<file path="config.mk">
export PLATFORM = sky130hd
export DESIGN_NAME = rv_decode_top
export DESIGN_NICKNAME = d
export VERILOG_FILES = /design/src/rv_decode_pkg.sv /design/src/rv_decode_top.sv /design/src/issue_stage.sv /design/src/pc_unit.sv /design/src/handshake_fsm.sv /design/src/imm_gen.sv /design/src/instr_classify.sv
export VERILOG_INCLUDE_DIRS = /design/src
export SDC_FILE = /design/constraint.sdc
export NUM_CORES = 1
export LEC_CHECK = 0
export ABC_AREA = 1
export BUFFER_PORTS_ARGS = -buffer_cell sky130_fd_sc_hd__buf_4
export CAP_MARGIN = 5
export CORE_UTILIZATION = 50
export DETAILED_ROUTE_END_ITERATION = 10
export GPL_TIMING_DRIVEN = 0
export MAX_ROUTING_LAYER = met4
export PLACE_DENSITY = 0.78
export SLEW_MARGIN = 20
export SYNTH_ARGS = -nofsm -noshare
export SYNTH_HDL_FRONTEND = slang
export SYNTH_SLANG_ARGS = --single-unit
</file>
<file path="constraint.sdc">
create_clock -name clk -period 6.09 [get_ports clk]
set_input_delay 1.827 -clock clk [delete_from_list [all_inputs] [get_ports clk]]
set_output_delay 1.827 -clock clk [all_outputs]
set_load 0.005 [all_outputs]
</file>
<file path="src/rv_decode_settings.svh">
`ifndef RV_DECODE_SETTINGS_SVH
`define RV_DECODE_SETTINGS_SVH

// data path and pc width
`define RV_XLEN 32

// register file address width
`define RV_REG_AW 5

// sequential pc increment, no compressed instructions
`define RV_PC_STEP 32'd4

// next_pc value out of reset
`define RV_RESET_PC 32'h0000_0000

`endif
</file>
<file path="src/rv_decode_pkg.sv">
`include "rv_decode_settings.svh"

package rv_decode_pkg;

  // kept major opcodes, low two bits always 2'b11
  typedef enum logic [6:0] {
    opc_load   = 7'b0000011,
    opc_op_imm = 7'b0010011,
    opc_auipc  = 7'b0010111,
    opc_store  = 7'b0100011,
    opc_op     = 7'b0110011,
    opc_lui    = 7'b0110111,
    opc_branch = 7'b1100011,
    opc_jalr   = 7'b1100111,
    opc_jal    = 7'b1101111
  } opcode_e;

  typedef enum logic [2:0] {
    imm_none, imm_i, imm_s, imm_b, imm_u, imm_j
  } imm_fmt_e;

  typedef enum logic [3:0] {
    alu_add, alu_sub, alu_xor, alu_or, alu_and,
    alu_sll, alu_slt, alu_sltu, alu_srl, alu_sra
  } alu_op_e;

  typedef enum logic [3:0] {
    mem_none, mem_lb, mem_lh, mem_lw, mem_lbu, mem_lhu, mem_sb, mem_sh, mem_sw
  } mem_op_e;

  // nine values, so one bit wider than the branch funct3
  typedef enum logic [3:0] {
    br_none, br_beq, br_bne, br_blt, br_bge, br_bltu, br_bgeu, br_jal, br_jalr
  } br_op_e;

  typedef struct packed {
    logic [6:0]            funct7;
    logic [`RV_REG_AW-1:0] rs2;
    logic [`RV_REG_AW-1:0] rs1;
    logic [2:0]            funct3;
    logic [`RV_REG_AW-1:0] rd;
    opcode_e               opcode;
  } r_fmt_t;

  typedef struct packed {
    logic [11:0]           imm_11_0;
    logic [`RV_REG_AW-1:0] rs1;
    logic [2:0]            funct3;
    logic [`RV_REG_AW-1:0] rd;
    opcode_e               opcode;
  } i_fmt_t;

  typedef struct packed {
    logic [6:0]            imm_11_5;
    logic [`RV_REG_AW-1:0] rs2;
    logic [`RV_REG_AW-1:0] rs1;
    logic [2:0]            funct3;
    logic [4:0]            imm_4_0;
    opcode_e               opcode;
  } s_fmt_t;

  typedef struct packed {
    logic                  imm_12;
    logic [5:0]            imm_10_5;
    logic [`RV_REG_AW-1:0] rs2;
    logic [`RV_REG_AW-1:0] rs1;
    logic [2:0]            funct3;
    logic [3:0]            imm_4_1;
    logic                  imm_11;
    opcode_e               opcode;
  } b_fmt_t;

  typedef struct packed {
    logic [19:0]           imm_31_12;
    logic [`RV_REG_AW-1:0] rd;
    opcode_e               opcode;
  } u_fmt_t;

  typedef struct packed {
    logic                  imm_20;
    logic [9:0]            imm_10_1;
    logic                  imm_11;
    logic [7:0]            imm_19_12;
    logic [`RV_REG_AW-1:0] rd;
    opcode_e               opcode;
  } j_fmt_t;

  // one instruction word, six views of its fields
  typedef union packed {
    r_fmt_t r;
    i_fmt_t i;
    s_fmt_t s;
    b_fmt_t b;
    u_fmt_t u;
    j_fmt_t j;
  } instr_word_u;

  typedef struct packed {
    alu_op_e               alu_op;
    mem_op_e               mem_op;
    br_op_e                br_op;
    imm_fmt_e              imm_fmt;
    logic                  use_imm_b;
    logic                  use_pc_a;
    logic                  zero_a;
    logic                  link;
    logic [`RV_REG_AW-1:0] rd;
    logic [`RV_REG_AW-1:0] rs1;
    logic [`RV_REG_AW-1:0] rs2;
    logic                  valid;
  } decoded_t;

  typedef struct packed {
    logic [`RV_XLEN-1:0]   op_a;
    logic [`RV_XLEN-1:0]   op_b;
    logic [`RV_XLEN-1:0]   mem_addr;
    logic [`RV_REG_AW-1:0] rd;
    alu_op_e               alu_op;
    mem_op_e               mem_op;
    logic                  valid_instr;
  } issue_t;

endpackage

</file>
<file path="src/rv_decode_top.sv">
`timescale 1ns/1ps
`include "rv_decode_settings.svh"

module rv_decode_top
  import rv_decode_pkg::*;
(
  input  logic                  clk,
  input  logic                  reset,
  input  logic                  fetch_valid,
  output logic                  fetch_ready,
  input  logic                  exec_ready,
  output logic                  decode_valid,
  input  logic [`RV_XLEN-1:0]   instr,
  input  logic [`RV_XLEN-1:0]   fetch_pc,
  input  logic [`RV_XLEN-1:0]   reg_rs1_data,
  input  logic [`RV_XLEN-1:0]   reg_rs2_data,
  output logic [`RV_REG_AW-1:0] rs1_addr,
  output logic [`RV_REG_AW-1:0] rs2_addr,
  output logic [`RV_XLEN-1:0]   next_pc,
  output issue_t                issue
);

  instr_word_u         instr_word;
  decoded_t            dec;
  logic [`RV_XLEN-1:0] imm;

  assign instr_word = instr;

  // register file read ports, same cycle as instr
  assign rs1_addr = dec.rs1;
  assign rs2_addr = dec.rs2;

  instr_classify u_instr_classify (
    .instr (instr_word),
    .dec   (dec)
  );

  imm_gen u_imm_gen (
    .instr   (instr_word),
    .imm_fmt (dec.imm_fmt),
    .imm     (imm)
  );

  handshake_fsm u_handshake_fsm (
    .clk          (clk),
    .reset        (reset),
    .fetch_valid  (fetch_valid),
    .exec_ready   (exec_ready),
    .decode_valid (decode_valid),
    .fetch_ready  (fetch_ready)
  );

  pc_unit u_pc_unit (
    .clk         (clk),
    .reset       (reset),
    .fetch_valid (fetch_valid),
    .fetch_pc    (fetch_pc),
    .dec         (dec),
    .imm         (imm),
    .rs1_data    (reg_rs1_data),
    .rs2_data    (reg_rs2_data),
    .next_pc     (next_pc)
  );

  issue_stage u_issue_stage (
    .clk         (clk),
    .reset       (reset),
    .fetch_valid (fetch_valid),
    .fetch_pc    (fetch_pc),
    .dec         (dec),
    .imm         (imm),
    .rs1_data    (reg_rs1_data),
    .rs2_data    (reg_rs2_data),
    .issue       (issue)
  );

endmodule

</file>
<file path="src/issue_stage.sv">
`timescale 1ns/1ps
`include "rv_decode_settings.svh"

module issue_stage
  import rv_decode_pkg::*;
(
  input  logic                clk,
  input  logic                reset,
  input  logic                fetch_valid,
  input  logic [`RV_XLEN-1:0] fetch_pc,
  input  decoded_t            dec,
  input  logic [`RV_XLEN-1:0] imm,
  input  logic [`RV_XLEN-1:0] rs1_data,
  input  logic [`RV_XLEN-1:0] rs2_data,
  output issue_t              issue
);

  logic                is_branch;
  logic [`RV_XLEN-1:0] op_a;
  logic [`RV_XLEN-1:0] op_b;

  // conditional branches only, jumps still link
  assign is_branch = dec.br_op inside {br_beq, br_bne, br_blt, br_bge, br_bltu, br_bgeu};

  always_comb begin
    if (is_branch || dec.zero_a) begin
      op_a = '0;
    end else if (dec.use_pc_a) begin
      op_a = fetch_pc;
    end else begin
      op_a = rs1_data;
    end
  end

  always_comb begin
    if (is_branch) begin
      op_b = '0;
    end else if (dec.link) begin
      op_b = `RV_PC_STEP;
    end else if (dec.use_imm_b) begin
      op_b = imm;
    end else begin
      // store data or the second register operand
      op_b = rs2_data;
    end
  end

  always_ff @(posedge clk) begin
    if (reset) begin
      issue <= '0;
    end else if (fetch_valid) begin
      issue.op_a        <= op_a;
      issue.op_b        <= op_b;
      issue.mem_addr    <= rs1_data + imm;
      issue.rd          <= dec.rd;
      issue.alu_op      <= dec.alu_op;
      issue.mem_op      <= dec.mem_op;
      issue.valid_instr <= dec.valid;
    end
  end

endmodule

</file>
<file path="src/pc_unit.sv">
`timescale 1ns/1ps
`include "rv_decode_settings.svh"

module pc_unit
  import rv_decode_pkg::*;
(
  input  logic                clk,
  input  logic                reset,
  input  logic                fetch_valid,
  input  logic [`RV_XLEN-1:0] fetch_pc,
  input  decoded_t            dec,
  input  logic [`RV_XLEN-1:0] imm,
  input  logic [`RV_XLEN-1:0] rs1_data,
  input  logic [`RV_XLEN-1:0] rs2_data,
  output logic [`RV_XLEN-1:0] next_pc
);

  logic                taken;
  logic [`RV_XLEN-1:0] pc_seq;
  logic [`RV_XLEN-1:0] pc_rel;
  logic [`RV_XLEN-1:0] jalr_sum;
  logic [`RV_XLEN-1:0] pc_sel;

  always_comb begin
    case (dec.br_op)
      br_beq:  taken = (rs1_data == rs2_data);
      br_bne:  taken = (rs1_data != rs2_data);
      br_blt:  taken = ($signed(rs1_data) < $signed(rs2_data));
      br_bge:  taken = ($signed(rs1_data) >= $signed(rs2_data));
      br_bltu: taken = (rs1_data < rs2_data);
      br_bgeu: taken = (rs1_data >= rs2_data);
      default: taken = 1'b0;
    endcase
  end

  assign pc_seq   = fetch_pc + `RV_PC_STEP;
  assign pc_rel   = fetch_pc + imm;
  assign jalr_sum = rs1_data + imm;

  always_comb begin
    if (dec.br_op == br_jalr) begin
      // jalr target has bit 0 cleared
      pc_sel = {jalr_sum[`RV_XLEN-1:1], 1'b0};
    end else if (dec.br_op == br_jal || taken) begin
      pc_sel = pc_rel;
    end else begin
      pc_sel = pc_seq;
    end
  end

  always_ff @(posedge clk) begin
    if (reset) begin
      next_pc <= `RV_RESET_PC;
    end else if (fetch_valid) begin
      next_pc <= pc_sel;
    end
  end

endmodule

</file>
<file path="src/handshake_fsm.sv">
`timescale 1ns/1ps

module handshake_fsm (
  input  logic clk,
  input  logic reset,
  input  logic fetch_valid,
  input  logic exec_ready,
  output logic decode_valid,
  output logic fetch_ready
);

  typedef enum logic [1:0] {
    st_idle,
    st_request,
    st_issued
  } hs_state_e;

  hs_state_e state;
  hs_state_e state_next;

  always_comb begin
    case (state)
      // a stalled item is dropped, not held
      st_issued:
        state_next = exec_ready ? st_issued : st_idle;
      st_idle, st_request: begin
        if (fetch_valid && exec_ready) begin
          state_next = st_issued;
        end else if (!fetch_valid) begin
          state_next = st_request;
        end else begin
          state_next = st_idle;
        end
      end
      default:
        state_next = st_idle;
    endcase
  end

  always_ff @(posedge clk) begin
    if (reset) begin
      state <= st_idle;
    end else begin
      state <= state_next;
    end
  end

  // outputs come straight from the state register
  assign decode_valid = (state == st_issued);
  assign fetch_ready  = (state == st_request);

endmodule

</file>
<file path="src/imm_gen.sv">
`timescale 1ns/1ps
`include "rv_decode_settings.svh"

module imm_gen
  import rv_decode_pkg::*;
(
  input  instr_word_u         instr,
  input  imm_fmt_e            imm_fmt,
  output logic [`RV_XLEN-1:0] imm
);

  logic is_shift_imm;

  // slli, srli, srai
  assign is_shift_imm = (instr.i.opcode == opc_op_imm) && (instr.i.funct3[1:0] == 2'b01);

  always_comb begin
    case (imm_fmt)
      imm_i: begin
        if (is_shift_imm) begin
          imm = {{(`RV_XLEN-5){1'b0}}, instr.r.rs2};
        end else begin
          imm = {{(`RV_XLEN-12){instr.i.imm_11_0[11]}}, instr.i.imm_11_0};
        end
      end
      imm_s:
        imm = {{(`RV_XLEN-12){instr.s.imm_11_5[6]}}, instr.s.imm_11_5, instr.s.imm_4_0};
      imm_b:
        imm = {{(`RV_XLEN-12){instr.b.imm_12}}, instr.b.imm_11, instr.b.imm_10_5,
               instr.b.imm_4_1, 1'b0};
      imm_u:
        imm = {instr.u.imm_31_12, 12'b0};
      imm_j:
        imm = {{(`RV_XLEN-20){instr.j.imm_20}}, instr.j.imm_19_12, instr.j.imm_11,
               instr.j.imm_10_1, 1'b0};
      default:
        imm = '0;
    endcase
  end

endmodule

</file>
<file path="src/instr_classify.sv">
`timescale 1ns/1ps
`include "rv_decode_settings.svh"

module instr_classify
  import rv_decode_pkg::*;
(
  input  instr_word_u instr,
  output decoded_t    dec
);

  logic [2:0] funct3;
  logic [6:0] funct7;
  logic       f7_low;
  logic       f7_high;

  assign funct3  = instr.r.funct3;
  assign funct7  = instr.r.funct7;
  assign f7_low  = (funct7 == 7'b0000000);
  assign f7_high = (funct7 == 7'b0100000);

  // shared funct3 map of op and op_imm
  function automatic alu_op_e alu_decode(input logic [2:0] f3, input logic alt);
    case (f3)
      3'b000:  alu_decode = alt ? alu_sub : alu_add;
      3'b001:  alu_decode = alu_sll;
      3'b010:  alu_decode = alu_slt;
      3'b011:  alu_decode = alu_sltu;
      3'b100:  alu_decode = alu_xor;
      3'b101:  alu_decode = alt ? alu_sra : alu_srl;
      3'b110:  alu_decode = alu_or;
      default: alu_decode = alu_and;
    endcase
  endfunction

  always_comb begin
    dec     = '0;
    dec.rd  = instr.r.rd;
    dec.rs1 = instr.r.rs1;
    dec.rs2 = instr.r.rs2;

    case (instr.r.opcode)
      opc_op: begin
        dec.alu_op = alu_decode(funct3, funct7[5]);
        dec.valid  = f7_low || (f7_high && (funct3 == 3'b000 || funct3 == 3'b101));
      end
      opc_op_imm: begin
        // only srai carries the alternate bit
        dec.alu_op    = alu_decode(funct3, (funct3 == 3'b101) && funct7[5]);
        dec.imm_fmt   = imm_i;
        dec.use_imm_b = 1'b1;
        case (funct3)
          3'b001:  dec.valid = f7_low;
          3'b101:  dec.valid = f7_low || f7_high;
          default: dec.valid = 1'b1;
        endcase
      end
      opc_load: begin
        dec.imm_fmt = imm_i;
        dec.valid   = 1'b1;
        case (funct3)
          3'b000:  dec.mem_op = mem_lb;
          3'b001:  dec.mem_op = mem_lh;
          3'b010:  dec.mem_op = mem_lw;
          3'b100:  dec.mem_op = mem_lbu;
          3'b101:  dec.mem_op = mem_lhu;
          default: dec.valid  = 1'b0;
        endcase
      end
      opc_store: begin
        dec.imm_fmt = imm_s;
        dec.rd      = '0;
        dec.valid   = 1'b1;
        case (funct3)
          3'b000:  dec.mem_op = mem_sb;
          3'b001:  dec.mem_op = mem_sh;
          3'b010:  dec.mem_op = mem_sw;
          default: dec.valid  = 1'b0;
        endcase
      end
      opc_lui: begin
        // zero plus the upper immediate
        dec.imm_fmt   = imm_u;
        dec.zero_a    = 1'b1;
        dec.use_imm_b = 1'b1;
        dec.valid     = 1'b1;
      end
      opc_auipc: begin
        dec.imm_fmt   = imm_u;
        dec.use_pc_a  = 1'b1;
        dec.use_imm_b = 1'b1;
        dec.valid     = 1'b1;
      end
      opc_jal: begin
        dec.br_op    = br_jal;
        dec.imm_fmt  = imm_j;
        dec.use_pc_a = 1'b1;
        dec.link     = 1'b1;
        dec.valid    = 1'b1;
      end
      opc_jalr: begin
        dec.br_op    = br_jalr;
        dec.imm_fmt  = imm_i;
        dec.use_pc_a = 1'b1;
        dec.link     = 1'b1;
        dec.valid    = (funct3 == 3'b000);
      end
      opc_branch: begin
        dec.imm_fmt = imm_b;
        dec.rd      = '0;
        dec.valid   = 1'b1;
        case (funct3)
          3'b000:  dec.br_op = br_beq;
          3'b001:  dec.br_op = br_bne;
          3'b100:  dec.br_op = br_blt;
          3'b101:  dec.br_op = br_bge;
          3'b110:  dec.br_op = br_bltu;
          3'b111:  dec.br_op = br_bgeu;
          default: dec.valid = 1'b0;
        endcase
      end
      default: dec.valid = 1'b0;
    endcase

    // unrecognized words decode as a plain nop
    if (!dec.valid) begin
      dec.alu_op    = alu_add;
      dec.mem_op    = mem_none;
      dec.br_op     = br_none;
      dec.imm_fmt   = imm_none;
      dec.use_imm_b = 1'b0;
      dec.use_pc_a  = 1'b0;
      dec.zero_a    = 1'b0;
      dec.link      = 1'b0;
    end
  end

endmodule

</file>
==> results.toml, run 1 <==
[placement]
post-dp-hpwl_mm = 49.74
place_area_um2 = 15290
place.gp.congestion = 1.075
portBuffers = 282
dpl.cell_count = 2676
place_ws_ns = -0.9955

[worst_setup_path]
cp-end-kind = "register"
arrival_ns = 6.28
crit_family = "simple AND/OR/NAND/NOR gates"
cp-start-kind = "input pin"
cp_cell_sequence = "buf_4 -> nand2_1 -> nor2_2 -> nand3_2 -> nand2_8 -> inv_6 -> nand2_2 -> nor2_4 -> nor2_8 -> nor3_2 -> nor2_1 -> nand2_4 -> o21ai_1 -> ha_1 -> inv_1 -> o21bai_1 -> a221oi_1 -> nand3_1 -> nand2_1 -> nand3_1 -> nand2_1 -> a21oi_2"
path_class = "input pin to register"
crit_slowest_cell = "nor2_1"
critPathMaxStageDelay_ns = 0.64
cp.required_ns = 6.42
cp.buffers_inverters = 3
worstPathMaxFanout = 10
cp_common_cell = "nand2_1"

[floorplan]
initial_core_util = 0.5084
ios = 286
dieArea_um2 = 26170
rows = 58
core_area_um2 = 25110
die_height_um = 161.8
die_x_um = 161.8

[logic_synthesis]
yosys.area.top_type = "dfxtp_1"
netlist_instances = 2064
synth_compound_area_frac = 0.2055
async_reset_ff_frac = 0
syn_area_um2 = 12760
yosys.area_share.simple = 0.3391
synth_top_area_frac = 0.2258
synth.avg_cell_area_um2 = 6.184
synth-edff-count = 0
yosysWarnings = 0
synth_xor_area_frac = 0.02676
syn-num-nets = 2287
synth_common_cells = "nand2_1 (541), inv_1 (270), a21oi_1 (250)"
yosysSeqAreaShare = 0.2258
yosysMostFrequentCell = "nand2_1"
synth_top_family_by_area = "simple AND/OR/NAND/NOR gates"
muxShareOfSynthArea = 0
ys_ff_latch = 144
synthTopCellsByArea = "dfxtp_1 (23%), nand2_1 (16%), a21oi_1 (9.8%), ha_1 (8.7%), inv_1 (7.9%)"
synth_ff_type = "dfxtp_1"
ys_types = 51
synthAdderAreaFrac = 0.09037

[sta]
finalHoldViolations = 0
whs_ns = 0.4647
min_period_ns = 5.950
finalMaxSlewViolations = 0
max_freq_ghz = 0.1681
setup_viol = 0
clock_skew_ns = 0.009709
tightest_slew_ns = 0.9500
relSlewSlack = 0.3667
min_period_over_period = 0.9770
setup_ws_ns = 0.1402
fin_setup_tns_ns = 0

[clock_network]
hold_buffers = 0
htreeDepth = 4
clkTransAtPathRegs_ns = 0.08
cts_tree = "yes"
clock_latency_ns = 0.45
cts_buffer_depth = 2
cts_num_sinks = 144
numCtsBuffers = 17
cts-root-buf = "clkbuf_16"

[pwr]
switching_share = 0.3501
p_sw_mw = 1.012
vdd_drop_max_mv = 0.2156
p_per_area_nw_per_um2 = 179.5
combPwrFrac = 0.243
pwr-share-clk = 0.398
p_seq_frac = 0.360
leakagePower_nw = 8.323
finalPower_mw = 2.889
intPower_mw = 1.878

[detailed_routing]
wl_mm = 60.40
drt-wirelength-per-cell_um = 22.26
viasPerCell = 5.991
detail-route-antenna-nets = 0
routed-via-count = 16250
first_iter_violations = 2199
dr.pass1.iters = 8
drc_errors = 0

[global_routing]
grt_pass1_vias = 15020
grt_pass1_wl_mm = 87.96
grt_max_degree = 17
gr-total-overflow = 0
grt_antenna_before_repair = 1
track_usage = 0.4659

[outcome]
status = "complete, no violations"

[finish]
fillers = 2352
stdcell_area_um2 = 16100
final_cell_count_no_fill = 2713
area_delta_synth_final_pct = 26.12
utilization = 0.6412
nNetsFinal = 2592
drive_above_1_share = 0.1944

[flow_run]
cap_viol_max_count = 0

[worst_hold_path]
min_path_type = "register to register"
what timing repair did:
item                       CTS  global route
resized for setup           10            42
cloned                       0             0
setup endpoints to repair   22            41
pin swaps                    0             2
setup buffers                0             4
power groups by stage:
stage	logic, mW	clock network, mW	registers, mW
after floorplan	0.332	0	1.05
after global placement	0.658	0	1.06
after detailed placement	0.670	0	1.06
after CTS	0.674	1.13	1.04
after global routing	0.750	1.16	1.04
final	0.701	1.15	1.04
per-layer routing:
layer / vias to the layer above / part of all wire / track usage
li1: 7432 / - / -
met1: 7371 / 0.38 / 0.5739
met2: 1168 / 0.42 / 0.6853
met3: 283 / 0.13 / 0.09448
met4: 0 / 0.080 / 0.3130
met5: - / 0 / -
placed cells by master, fill, tap and decap left out, types with 18 or more instances in the layout:
cell type	synthesis	final
dfxtp_1	144	144
o21ai_1	17	21
nor3_1	27	23
nand3_1	128	128
xor2_1	28	28
o211ai_1	53	53
buf_4	13	299
nor2_1	127	123
nand4_1	32	32
nand2_1	541	539
a21oi_1	250	249
inv_1	270	269
nand2_2	17	18
clkbuf_1	57	57
ha_1	89	87
o21ai_0	123	106
state kept, by name (all words and copies together), names as in the netlist:
name / cells
u_handshake_fsm.state: 2
u_issue_stage.issue: 110
u_pc_unit.next_pc: 32
cell type report:
type	instances	area, um2	share of cell area
clock inverters	13	141.4	0.008782
repair buffers	286	2147	0.1334
multi-input cells	1555	8622	0.5356
diodes	1	2.502	0.0001554
plain buffers	81	361.6	0.02246
clock buffers	19	452.9	0.02813
inverters	284	1076	0.06684
well taps	330	412.9	0.02565
flip-flops and latches	144	2883	0.1791
final timing paths:
path,startpoint,end,slack [ns],cells after the start
max,instr[0],u_pc_unit.next_pc[31]$_SDFFE_PP0P_,0.14,22
min,u_handshake_fsm.state[0]$_SDFF_PP0_,u_handshake_fsm.state[1]$_SDFF_PP0_,0.46,1
max reg2reg,u_pc_unit.next_pc[4]$_SDFFE_PP0P_,u_pc_unit.next_pc[4]$_SDFFE_PP0P_,5.11,4
min reg2reg,u_handshake_fsm.state[0]$_SDFF_PP0_,u_handshake_fsm.state[1]$_SDFF_PP0_,0.46,1
logic make-up after synthesis:
family | Yosys count
simple gates | 946
fa+ha+maj | 91
flops | 144
buf+inv | 365
compound gates | 479
xor+xnor | 39
Power figures use the tool's default switching activity.
==> run 2: changes to the inputs <==
Settings changed: CAP_MARGIN 5 to 15, CORE_UTILIZATION 50 to 45, PLACE_DENSITY 0.78 to 0.71.
==> results.toml, run 2 (synthesized netlist as in run 1, its figures left out) <==
[finish]
antenna_cells = 0
drive_above_1_share = 0.1943
stdcell_area_um2 = 16100
mostFrequentLayoutCells = "nand2_1 (536), buf_4 (301), inv_1 (269), a21oi_1 (249), dfxtp_1 (144)"
fillers = 2843
largest_reg_flops = 110
regMostFlops = "u_issue_stage.issue"
nNetsFinal = 2594
area_delta_synth_final_pct = 26.13
final_common_cell = "nand2_1"
largestRegisters = "u_issue_stage.issue x110, u_pc_unit.next_pc x32, u_handshake_fsm.state x2"

[detailed_routing]
viasPerCell = 5.772
first_iter_violations = 1548
dr.pass1.iters = 7
wl_mm = 62.83
drc_errors = 0
detail-route-antenna-nets = 0
drt-wirelength-per-cell_um = 22.75
routed-via-count = 15940

[pwr]
leakagePower_nw = 8.305
intPower_mw = 1.835
switching_share = 0.3426
p_per_area_nw_per_um2 = 173.4
p_sw_uw = 956.4
p_seq_frac = 0.372
finalPower_mw = 2.792
vdd_drop_max_mv = 0.1879
pwr-share-clk = 0.373
combPwrFrac = 0.255

[global_routing]
track_usage = 0.4431
grt_antenna_before_repair = 0
grt_max_degree = 17
grt_pass1_wl_mm = 90.47
gr-total-overflow = 0
grt_pass1_vias = 14820

[worst_setup_path]
worstPathMaxFanout = 10
cp.required_ns = 6.39
critPathMaxStageDelay_ns = 0.49
cp-end-kind = "register"
arrival_ns = 6.15
cp-start-kind = "input pin"
crit_slowest_cell = "o21ai_1"
cp_common_cell = "nand2_1"
path_class = "input pin to register"

[sta]
setup_viol = 0
min_period_ns = 5.849
min_period_over_period = 0.9605
tightest_slew_ns = 1.253
max_freq_ghz = 0.1710
relSlewSlack = 0.1648
whs_ns = 0.4651
clock_skew_ns = 0.00002520
finalMaxSlewViolations = 0
fin_setup_tns_ns = 0
finalHoldViolations = 0
rsz0062_at_grt = "false"

[clock_network]
cts_num_sinks = 144
cts-root-buf = "clkbuf_16"
cts_buffer_depth = 2
clock_latency_ns = 0.45
cts_tree = "yes"
hold_buffers = 0
clkTransAtPathRegs_ns = 0.06
htreeDepth = 4
numCtsBuffers = 17

[placement]
place_area_um2 = 15350
post-dp-hpwl_mm = 51.16
portBuffers = 282
place.gp.congestion = 1.160

[flow_run]
cap_viol_max_count = 0

[floorplan]
ios = 286
rows = 61
die_x_um = 170.4
die_height_um = 170.4
dieArea_um2 = 29040
core_area_um2 = 27860
initial_core_util = 0.4582

[outcome]
status = "complete, no violations"

[worst_hold_path]
min_path_type = "register to register"
## run 2: final cells by class
type / instances / area [um2] / share of cell area
buffer: 81 / 361.6 / 0.02246
clock buffer: 18 / 429.2 / 0.02666
clock inverter: 13 / 116.4 / 0.007227
inverter: 284 / 1076 / 0.06683
multi-input combinational: 1555 / 8600 / 0.5341
sequential: 144 / 2883 / 0.1790
tap: 378 / 473.0 / 0.02938
timing repair buffer: 288 / 2162 / 0.1343
## run 2: stage by stage
step	cells	utilization	setup WS, ns
2_1_floorplan	2064	-	0.5910
3_3_place_gp	2724	0.5512	-0.8589
3_5_place_dp	2724	0.5512	-0.8916
4_1_cts	2755	0.5711	0.0003690
5_1_grt	2761	0.5779	0.02702
6_report	2761	0.5779	0.2408
## run 2: power by group through the flow
| stage | Combinational [mW] | Sequential, mW | Clock, mW |
|---|---|---|---|
| after floorplan | 0.332 | 1.05 | 0 |
| after global placement | 0.672 | 1.06 | 0 |
| after detailed placement | 0.680 | 1.06 | 0 |
| after CTS | 0.684 | 1.04 | 1.04 |
| after global routing | 0.762 | 1.04 | 1.08 |
| final | 0.712 | 1.04 | 1.04 |
## run 2: timing repair
item	4_1_cts	5_1_grt
buffers inserted	0	6
resized for setup	5	44
pin swaps	0	4
setup endpoints to repair	12	34
## run 2: per-layer routing
layer / vias to the layer above / track usage / wire (um)
met3: 244 / 0.08907 / 6553
met4: 0 / 0.2930 / 4654
met1: 7300 / 0.5399 / 25370
met5: - / - / 0
li1: 7419 / - / -
met2: 974 / 0.6613 / 26250
## run 2: critical path: cells and delay by family
family | cells | cell delay, ns
simple gates | 20 | 2.78
fa+ha+maj | 1 | 0.30
compound gates | 2 | 0.55
buf+inv | 7 | 0.68
## run 2: worst paths after layout
check                                            start                                   end  cells past startpoint  slack (ns)
setup reg to reg     u_pc_unit.next_pc[4]$_SDFFE_PP0P_     u_pc_unit.next_pc[4]$_SDFFE_PP0P_                      4        5.13
hold reg to reg   u_issue_stage.issue[71]$_SDFFE_PP0P_  u_issue_stage.issue[71]$_SDFFE_PP0P_                      2        0.47
hold / removal    u_issue_stage.issue[71]$_SDFFE_PP0P_  u_issue_stage.issue[71]$_SDFFE_PP0P_                      2        0.47
setup / recovery                              instr[4]    u_pc_unit.next_pc[13]$_SDFFE_PP0P_                     30        0.24
